<file path="config.mk">
export PLATFORM = sky130hd
export DESIGN_NAME = colorChordFrontEnd
export DESIGN_NICKNAME = d
export VERILOG_FILES = /design/src/rtl/ccPkg.sv /design/src/rtl/sampleIntake.sv /design/src/rtl/sampleFifo.sv /design/src/rtl/envelopeFollower.sv /design/src/rtl/thresholdSelect.sv /design/src/rtl/colorChordFrontEnd.sv
export SDC_FILE = /design/constraint.sdc
export NUM_CORES = 1
export LEC_CHECK = 0
export BUFFER_PORTS_ARGS = -buffer_cell sky130_fd_sc_hd__buf_4
export CORE_AREA = 2 2 152 154
export DETAILED_ROUTE_END_ITERATION = 6
export DIE_AREA = 0 0 154 156
export HOLD_SLACK_MARGIN = 0.02
export PLACE_DENSITY = 0.68
export SLEW_MARGIN = 25
export SYNTH_ARGS = -nofsm -noshare
export SYNTH_HDL_FRONTEND = slang
export SYNTH_SLANG_ARGS = --single-unit
export TNS_END_PERCENT = 100
</file>
<file path="constraint.sdc">
create_clock -name CLOCK_50 -period 20 [get_ports CLOCK_50]
set_input_delay 0 -clock CLOCK_50 [delete_from_list [all_inputs] [get_ports CLOCK_50]]
set_output_delay 0 -clock CLOCK_50 [all_outputs]
set_load 0.03 [all_outputs]
</file>
<file path="src/rtl/ccPkg.sv">
package ccPkg;

	// One codec channel as delivered by the ADC path
	localparam int codecWidth = 24;

	// Mono sample handed to the analysis side
	localparam int sampleWidth = 16;

	// Amplitude meter shown on the LED bar
	localparam int meterWidth = 10;

	// Sample buffer between intake and envelope follower
	localparam int fifoDepth = 8;

	// Threshold level, 0 to 15
	localparam int levelWidth = 4;

	// IIR shift control for the envelope filter
	localparam int shiftWidth = 3;

	// Stereo frame read from the codec, left in the upper half
	typedef struct packed
	{
		logic signed [codecWidth-1:0] left;
		logic signed [codecWidth-1:0] right;
	} codecFrame_t;

	// Trimmed mono sample
	typedef logic signed [sampleWidth-1:0] sample_t;

	// Wishbone classic controls from the master
	typedef struct packed
	{
		logic cyc;
		logic stb;
		logic we;
	} wbMaster_t;

	// Wishbone classic reply from the slave
	// data only meaningful while ack is high
	typedef struct packed
	{
		logic ack;
		sample_t data;
	} wbSlave_t;

endpackage

</file>
<file path="src/rtl/sampleIntake.sv">
module sampleIntake
(
	input logic CLOCK_50,
	input logic reset,
	input logic readReady,
	input ccPkg::codecFrame_t frame,
	output logic codecRead,
	input logic full,
	output logic push,
	output ccPkg::sample_t pushData,
	output logic [ccPkg::meterWidth-1:0] meter
);
	// Both channels summed with one guard bit
	logic signed [ccPkg::codecWidth:0] rawSum;

	// Upper bits of the sum used for the meter
	logic signed [ccPkg::meterWidth-1:0] meterSlice;
	logic [ccPkg::meterWidth-1:0] meterAbs;

	always_comb
	begin
		rawSum = {frame.left[ccPkg::codecWidth-1], frame.left}
			+ {frame.right[ccPkg::codecWidth-1], frame.right};
	end

	// Take a frame only when the buffer has room
	assign codecRead = readReady && !full;

	// Each take becomes exactly one push
	assign push = codecRead;

	// Keep bits 23..8 for the analysis path
	assign pushData = rawSum[ccPkg::codecWidth-1:ccPkg::codecWidth-ccPkg::sampleWidth];

	assign meterSlice = rawSum[ccPkg::codecWidth-1:ccPkg::codecWidth-ccPkg::meterWidth];

	// Most negative slice comes out as 512, which still fits unsigned
	always_comb
	begin
		if (meterSlice[ccPkg::meterWidth-1])
			meterAbs = -meterSlice;
		else
			meterAbs = meterSlice;
	end

	// Meter follows the last frame taken
	always_ff @(posedge CLOCK_50)
	begin
		if (reset)
			meter <= '0;
		else if (codecRead)
			meter <= meterAbs;
	end

endmodule

</file>
<file path="src/rtl/sampleFifo.sv">
module sampleFifo
(
	input logic CLOCK_50,
	input logic reset,
	input logic push,
	input ccPkg::sample_t pushData,
	output logic full,
	input ccPkg::wbMaster_t wbIn,
	output ccPkg::wbSlave_t wbOut
);
	localparam int ptrWidth = $clog2(ccPkg::fifoDepth);
	localparam int countWidth = ptrWidth + 1;

	ccPkg::sample_t mem [ccPkg::fifoDepth];

	logic [ptrWidth-1:0] wrPtr;
	logic [ptrWidth-1:0] rdPtr;
	logic [countWidth-1:0] count;

	logic ack;
	logic request;
	logic doWrite;
	logic doPop;

	assign full = (count == countWidth'(ccPkg::fifoDepth));

	// Read request from the master, writes are never acknowledged
	assign request = wbIn.cyc && wbIn.stb && !wbIn.we;

	assign doWrite = push && !full;

	// Entry leaves the buffer at the edge that closes the transfer
	assign doPop = request && ack;

	// Ack one cycle after the request once there is data
	always_ff @(posedge CLOCK_50)
	begin
		if (reset)
			ack <= 1'b0;
		else
			ack <= request && !ack && (count != '0);
	end

	always_ff @(posedge CLOCK_50)
	begin
		if (doWrite)
			mem[wrPtr] <= pushData;
	end

	always_ff @(posedge CLOCK_50)
	begin
		if (reset)
		begin
			wrPtr <= '0;
			rdPtr <= '0;
			count <= '0;
		end
		else
		begin
			if (doWrite)
				wrPtr <= (wrPtr == ptrWidth'(ccPkg::fifoDepth - 1)) ? '0 : wrPtr + 1'b1;
			if (doPop)
				rdPtr <= (rdPtr == ptrWidth'(ccPkg::fifoDepth - 1)) ? '0 : rdPtr + 1'b1;
			// Simultaneous push and pop cancel out
			if (doWrite && !doPop)
				count <= count + 1'b1;
			else if (doPop && !doWrite)
				count <= count - 1'b1;
		end
	end

	// Bus data is zero outside the ack cycle
	always_comb
	begin
		wbOut.ack = ack;
		if (ack)
			wbOut.data = mem[rdPtr];
		else
			wbOut.data = '0;
	end

endmodule

</file>
<file path="src/rtl/envelopeFollower.sv">
module envelopeFollower
(
	input logic CLOCK_50,
	input logic reset,
	input logic run,
	input logic [ccPkg::shiftWidth-1:0] iirShift,
	input ccPkg::sample_t threshold,
	output ccPkg::wbMaster_t wbOut,
	input ccPkg::wbSlave_t wbIn,
	output ccPkg::sample_t envelope,
	output logic peak
);
	// Read request in flight
	logic busy;
	logic done;

	ccPkg::sample_t sampleAbs;
	ccPkg::sample_t envNext;

	// One extra bit so the difference never wraps
	logic signed [ccPkg::sampleWidth:0] diff;
	logic signed [ccPkg::sampleWidth:0] step;

	assign done = busy && wbIn.ack;

	// Single reads with a one cycle gap after every ack
	always_ff @(posedge CLOCK_50)
	begin
		if (reset)
			busy <= 1'b0;
		else if (done)
			busy <= 1'b0;
		else if (!busy && run)
			busy <= 1'b1;
	end

	always_comb
	begin
		wbOut.cyc = busy;
		wbOut.stb = busy;
		wbOut.we = 1'b0;
	end

	// Absolute value, most negative input clamps to full scale
	always_comb
	begin
		if (wbIn.data == {1'b1, {(ccPkg::sampleWidth-1){1'b0}}})
			sampleAbs = {1'b0, {(ccPkg::sampleWidth-1){1'b1}}};
		else if (wbIn.data[ccPkg::sampleWidth-1])
			sampleAbs = -wbIn.data;
		else
			sampleAbs = wbIn.data;
	end

	// First order IIR, env += (|x| - env) >>> k
	always_comb
	begin
		diff = {sampleAbs[ccPkg::sampleWidth-1], sampleAbs}
			- {envelope[ccPkg::sampleWidth-1], envelope};
		step = diff >>> iirShift;
		envNext = envelope + step[ccPkg::sampleWidth-1:0];
	end

	always_ff @(posedge CLOCK_50)
	begin
		if (reset)
		begin
			envelope <= '0;
			peak <= 1'b0;
		end
		else if (done)
		begin
			envelope <= envNext;
			// Compare against the value being stored, not the old one
			peak <= envNext > threshold;
		end
	end

endmodule

</file>
<file path="src/rtl/thresholdSelect.sv">
module thresholdSelect
(
	input logic CLOCK_50,
	input logic reset,
	input logic buttonUp,
	input logic buttonDown,
	output logic [ccPkg::levelWidth-1:0] level,
	output ccPkg::sample_t threshold
);
	logic upLast;
	logic downLast;

	// Registered rising edge pulses
	logic upEdge;
	logic downEdge;

	logic [ccPkg::sampleWidth-1:0] levelBit;

	always_ff @(posedge CLOCK_50)
	begin
		if (reset)
		begin
			upLast <= 1'b0;
			downLast <= 1'b0;
			upEdge <= 1'b0;
			downEdge <= 1'b0;
		end
		else
		begin
			upLast <= buttonUp;
			downLast <= buttonDown;
			upEdge <= buttonUp && !upLast;
			downEdge <= buttonDown && !downLast;
		end
	end

	// Saturating step, up has priority
	always_ff @(posedge CLOCK_50)
	begin
		if (reset)
			level <= '0;
		else if (upEdge && level != '1)
			level <= level + 1'b1;
		else if (downEdge && !upEdge && level != '0)
			level <= level - 1'b1;
	end

	// threshold = 2^level - 1
	always_comb
	begin
		levelBit = '0;
		levelBit[level] = 1'b1;
		threshold = levelBit - 1'b1;
	end

endmodule

</file>
<file path="src/rtl/colorChordFrontEnd.sv">
module colorChordFrontEnd
(
	input logic CLOCK_50,
	input logic reset,

	// Codec read handshake
	input logic readReady,
	input ccPkg::codecFrame_t frame,
	output logic codecRead,

	// Analysis controls
	input logic run,
	input logic [ccPkg::shiftWidth-1:0] iirShift,
	input logic buttonUp,
	input logic buttonDown,

	// Board outputs
	output logic [ccPkg::meterWidth-1:0] meter,
	output logic [ccPkg::levelWidth-1:0] level,
	output ccPkg::sample_t envelope,
	output logic peak
);
	logic push;
	logic full;
	ccPkg::sample_t pushData;

	ccPkg::wbMaster_t wbReq;
	ccPkg::wbSlave_t wbRsp;

	ccPkg::sample_t threshold;

	sampleIntake intake_i
	(
		.CLOCK_50,
		.reset,
		.readReady,
		.frame,
		.codecRead,
		.full,
		.push,
		.pushData,
		.meter
	);

	sampleFifo fifo_i
	(
		.CLOCK_50,
		.reset,
		.push,
		.pushData,
		.full,
		.wbIn(wbReq),
		.wbOut(wbRsp)
	);

	envelopeFollower follower_i
	(
		.CLOCK_50,
		.reset,
		.run,
		.iirShift,
		.threshold,
		.wbOut(wbReq),
		.wbIn(wbRsp),
		.envelope,
		.peak
	);

	// Buttons step the detection threshold
	thresholdSelect thresh_i
	(
		.CLOCK_50,
		.reset,
		.buttonUp,
		.buttonDown,
		.level,
		.threshold
	);

endmodule

</file>
== After elaboration in Yosys (flattened, before gate mapping) ==
Memory sizes are Yosys's and may differ from the RTL's. A register that Yosys moved wholly into a read port is not among the register bits.
Cells that the tools add are included.
Storage, ports and cells
  RAM bits: 128
  bits of input ports: 57
  word-level logic and storage cells: 78
  output and inout bits: 32
  memories kept: 1
  register bits: 47
Memories
  fifo_i.mem: depth 8, bits a word 16, read ports 1, clocked after Yosys merged registers in 1, write ports 1, line sampleFifo.sv:14  | ccPkg::sample_t mem [ccPkg::fifoDepth];
Operators by class
  reductions and logical operators: 27
  equal/unequal tests: 5
  add/subtract/negate cells: 12
  multiplexer cells: 16
  order comparisons: 3
  shift-type cells: 1
Operator list (count)
  $mux 16: 3
  $add 24x24->24: 1
  $sshr 17x3->16: 1
  $sub 16x16->17: 1
  $add 16x16->16: 1
  $eq 16x16->1 const B: 1
  $gt 16x16->1: 1
  $mux 4: 4
  $neg 16->16: 1
  $sub 16x1->16 const B: 1
  $logic_and 1x1->1: 14
  $mux 3: 4
  $mux 10: 1
  $neg 10->10: 1
  $add 4x1->4 const B: 2
  $logic_not 1->1: 8
  $reduce_bool 4->1: 2
  $sub 4x1->4 const B: 2
  $add 3x1->3 const B: 2
  $eq 3x3->1 const B: 2
  $lt 4x5->1 const B: 1
  $demux 1 s4: 1
  $eq 4x4->1 const B: 1
  $ge 4x1->1 const B: 1
  other kinds (4): 7

== Depth between registers and ports, before layout ==
  word-level depth: 8
  mapped depth: 42
  depth with buffers taken out: 39

== Hierarchy ==
Synthesis repeated with hierarchy kept, for this count alone.
Unflattened totals
  cells, all modules: 1035
  area, all modules: 11392.2 um2
By module, submodules not included
  sampleFifo: instances 1, cells an instance 282, seq. area each 4124.0 um2, area each 5641.7 um2
  envelopeFollower: instances 1, cells an instance 454, seq. area each 360.3 um2, area each 3457.1 um2
  sampleIntake: instances 1, cells an instance 214, seq. area each 200.2 um2, area each 1642.8 um2
  thresholdSelect: instances 1, cells an instance 85, seq. area each 160.2 um2, area each 650.6 um2

== Worst setup path before layout ==
No wires, ideal clock.
  path kind: register -> register
  start: register with a tool-made name
  end: register follower_i.peak
  data required time: 19.868 ns
  cell stages (with the launch flop): 38
  period minus slack after synthesis: 7.934 ns
  buffers on the path: 3
  library setup time: 0.132 ns
  arrival: 7.802 ns
  setup slack: 12.066 ns
  cells stage by stage: dfxtp_1 > buf_2 > buf_6 > buf_6 > mux4_2 > mux2_2 > nand2_1 > ha_1 > and3_1 > nor3b_2 > and2_1 > nand4_1 > and2_1 > ha_1 > fa_1 > nor2b_1 > o31a_1 > o2111ai_1 > (+2 left out) > a2111oi_1 > o21ai_0 > a21boi_1 > mux2_2 > ha_1 > and3_1 > a221o_1 > a2111oi_0 > nor2_1 > o21ai_1 > nor2b_1 > xnor2_1 > ha_1 > nand4_1 > nor2_1 > a2111oi_0 > a211o_1 > a21oi_1
RTL lines
  end signal, assigned: line envelopeFollower.sv:75  | peak <= envNext > threshold;
  end, declared: line envelopeFollower.sv:11  | output logic peak

==> flow_summary.yaml <==
logic_synthesis:
  syn-cell-area_um2: 11000
  netlist_instances: 1011
  synth_compound_area_share_pct: 13.7
  synth_nets: 1155
  synth.ff_latch_count: 178
  yosys_warnings: 0
  synth_seq_area_share_pct: 44.0
  synthMuxAreaShare_pct: 11.2
  synth_top_family_by_area: "compound AO/OA/AOI/OAI gates"
  yosysUniqueCellTypes: 77
  synth_top_cell_by_area: "edfxtp_1"
  synth_area_leaders: "edfxtp_1 (35%), ha_1 (9.4%), dfxtp_1 (9.1%)"
  synth-main-ff-cell: "edfxtp_1"
  yosys.area_share.xor_xnor_pct: 5.71
  yosysTopAreaCellShare_pct: 34.9
  synthAdderAreaFrac_pct: 10.1
  syn_avg_cell_area_um2: 10.9
  synth_edf_count: 128
  yosys.area_share.simple_pct: 11.6
  async_flop_share_pct: 0
floorplan:
  ios: 89
  core_area_um2: 22400
  fp.dieW_um: 154
  initial_core_util_pct: 49.3
  die-area_um2: 24000
  die-height_um: 156
  rows: 55
timing:
  setup_violations: 0
  worst_pin_slew_ns: 0.989
  tns_ns: 0
  rsz0062_at_grt: "false"
  final_max_slew_viol_count: 0
  fmax_mhz: 108
  fin_skew_ns: 0.0140
  maxSlewHeadroom_pct: 34.0
  hold_viol: 0
  hold_slack_ns: 0.105
  period_needed_ns: 9.23
  final.period_utilization_pct: 46.1
status:
  outcome: "completed"
clocking:
  clk_latency_ns: 0.43
  ctsResizeCount: 0
  clock-sinks: 178
  cts-root-buf: "clkbuf_16"
  cts-buffers-inserted: 17
  cts_tree: "done"
  htreeDepth: 4
  clockBufferDepth: 2
  clk_pin_slew_ns: 0.08
final_layout:
  fillCellCount: 1874
  mostFrequentLayoutCell: "edfxtp_1"
  design_area_um2: 12600
  diodes: 0
  fin_cells: 1388
  fin_nets: 1234
  layout_common_cells: "edfxtp_1 (128), nand2_1 (106), buf_4 (97), a21oi_1 (90), ha_1 (83)"
  syn2layout_area_growth_pct: 14.4
  layout-drive-gt1-share_pct: 19.0
place:
  gp_congestion: 0.856
  place_inst: 1350
  io_buffers: 88
  place_hpwl_um: 16900
  post_dp_cell_area_um2: 11900
pwr:
  switching_share_pct: 38.3
  ir_worst_vdd_mv: 0.0529
  clock_power_share_pct: 22.4
  combinationalPowerShare_pct: 47.0
  finalPower_mw: 1.50
  p_int_mw: 0.925
  power.switching_mw: 0.574
  seq_power_share_pct: 30.6
  p_leak_nw: 4.88
  pwr_density_cell_nw_per_um2: 119
global_routing:
  antenna_found_initial: 0
  grtUsageTotal_pct: 20.5
  grt_pass1_vias: 7778
  grt_start_max_net_pins: 41
  grt_pass1_wl_um: 39100
  gr-total-overflow: 0
worst_setup_path:
  cp_slowest_cell: "mux4_2"
  critPathArrivalTime_ns: 9.52
  path_delay_family: "compound AO/OA/AOI/OAI gates"
  max_stage_delay_ns: 0.56
  path_max_fanout: 26
  cpMostUsedCell: "ha_1"
  setup.worst_path.end_class: "register"
  crit_required_ns: 20.30
  path_buf_inv: 1
  cp-start-kind: "register"
  critPathKind: "register to register"
route:
  highest_layer: "met4"
  vias: 7896
  drc_errors: 0
  wl_met2_um: 11700
  ant_nets: 0
  drt-wirelength-per-cell_um: 17.1
  via_per_inst: 5.69
  dr.pass1.iters: 7
  met3_length_um: 777
  met1_length_um: 10900
  drt-total-wl_um: 23800
  drtIter0Drc: 548
worst_hold_path:
  holdCritPathClass: "primary input to register"
run:
  cap_violations: 0
## area by class of cell
cell class | instances | area (um2) | area share (%)
well taps | 285 | 357 | 2.83
multi-input cells | 745 | 5840 | 46.3
clock buffers | 19 | 475 | 3.77
repair buffers | 103 | 790 | 6.26
inverters | 45 | 169 | 1.34
flip-flops and latches | 178 | 4850 | 38.4
clock inverters | 13 | 134 | 1.06
## power groups by stage
stage | logic [mW] | registers [mW] | clock network, mW
floorplan | 0.542 | 0.468 | 0
global placement | 0.691 | 0.466 | 0
detailed placement | 0.701 | 0.466 | 0
CTS | 0.706 | 0.459 | 0.342
global route | 0.797 | 0.462 | 0.355
finish | 0.704 | 0.459 | 0.336
## cells by family (layout without fill, tap and decap cells)
logic type | count (synthesis) | after routing
AND/OR/NAND/NOR | 272 | 272
AO/OA/AOI/OAI | 235 | 235
flip-flops | 178 | 178
buffers and inverters | 88 | 180
adder cells (fa/ha/maj) | 87 | 87
multiplexers | 79 | 79
XOR/XNOR | 71 | 71
other | 1 | 1
## stage by stage
step	setup WS [ns]	utilization, %
global route	9.67	56.4
global placement	10.95	53.4
detailed placement	10.78	53.4
floorplan	12.07	-
CTS	10.70	56.3
finish	10.77	56.4
## what timing repair did
item / 4_1_cts / 5_1_grt
hold endpoints to repair: 25 / 0
setup buffers: 0 / 0
hold buffers: 5 / 0
## worst paths after layout
check,cells past startpoint,slack [ns],startpoint,to
hold reg to reg,1,0.38,thresh_i.upLast,thresh_i.upEdge
setup reg to reg,35,10.77,register,follower_i.peak
setup / recovery,35,10.77,register,follower_i.peak
hold / removal,4,0.11,readReady,intake_i.meter[0]
## worst reg2reg max path, delay by kind of cell (launching register included)
kind / cells / cell delay [ns]
AO/OA/AOI/OAI: 12 / 3.11
XOR/XNOR: 1 / 0.14
adder cells (fa/ha/maj): 5 / 1.39
buffers and inverters: 1 / 0.51
flip-flops: 1 / 0.46
multiplexers: 4 / 1.30
AND/OR/NAND/NOR: 12 / 2.21
## cell usage after synthesis, drive strengths merged, types with 8 or more instances
cell type	n
xor2	29
a21o	19
clkbuf	30
mux2	25
xnor2	42
mux4	33
and2	8
nand4	12
nand2	106
o21ai	44
edfxtp	128
nor2	55
a211oi	10
and3	9
mux2i	21
a21oi	91
buf	13
dfxtp	50
a31oi	14
ha	83
nand3	20
nor2b	14
nor3	19
inv	43
## layer usage
metal  track usage, %  vias up
li1                 -     3936
met4             6.14        0
met1             26.7     3775
met3             2.89       27
met5                0        -
met2             35.9      158
## state kept, by name, indices dropped and copies added (netlist names), named ones only
signal / count
follower_i.busy: 1
follower_i.envelope: 16
follower_i.peak: 1
thresh_i.downEdge: 1
thresh_i.downLast: 1
thresh_i.level: 4
fifo_i.rdPtr: 3
fifo_i.wrPtr: 3
thresh_i.upLast: 1
fifo_i.ack: 1
fifo_i.mem: 128
intake_i.meter: 10
thresh_i.upEdge: 1
fifo_i.count: 4
(Power assumes the default switching activity.)
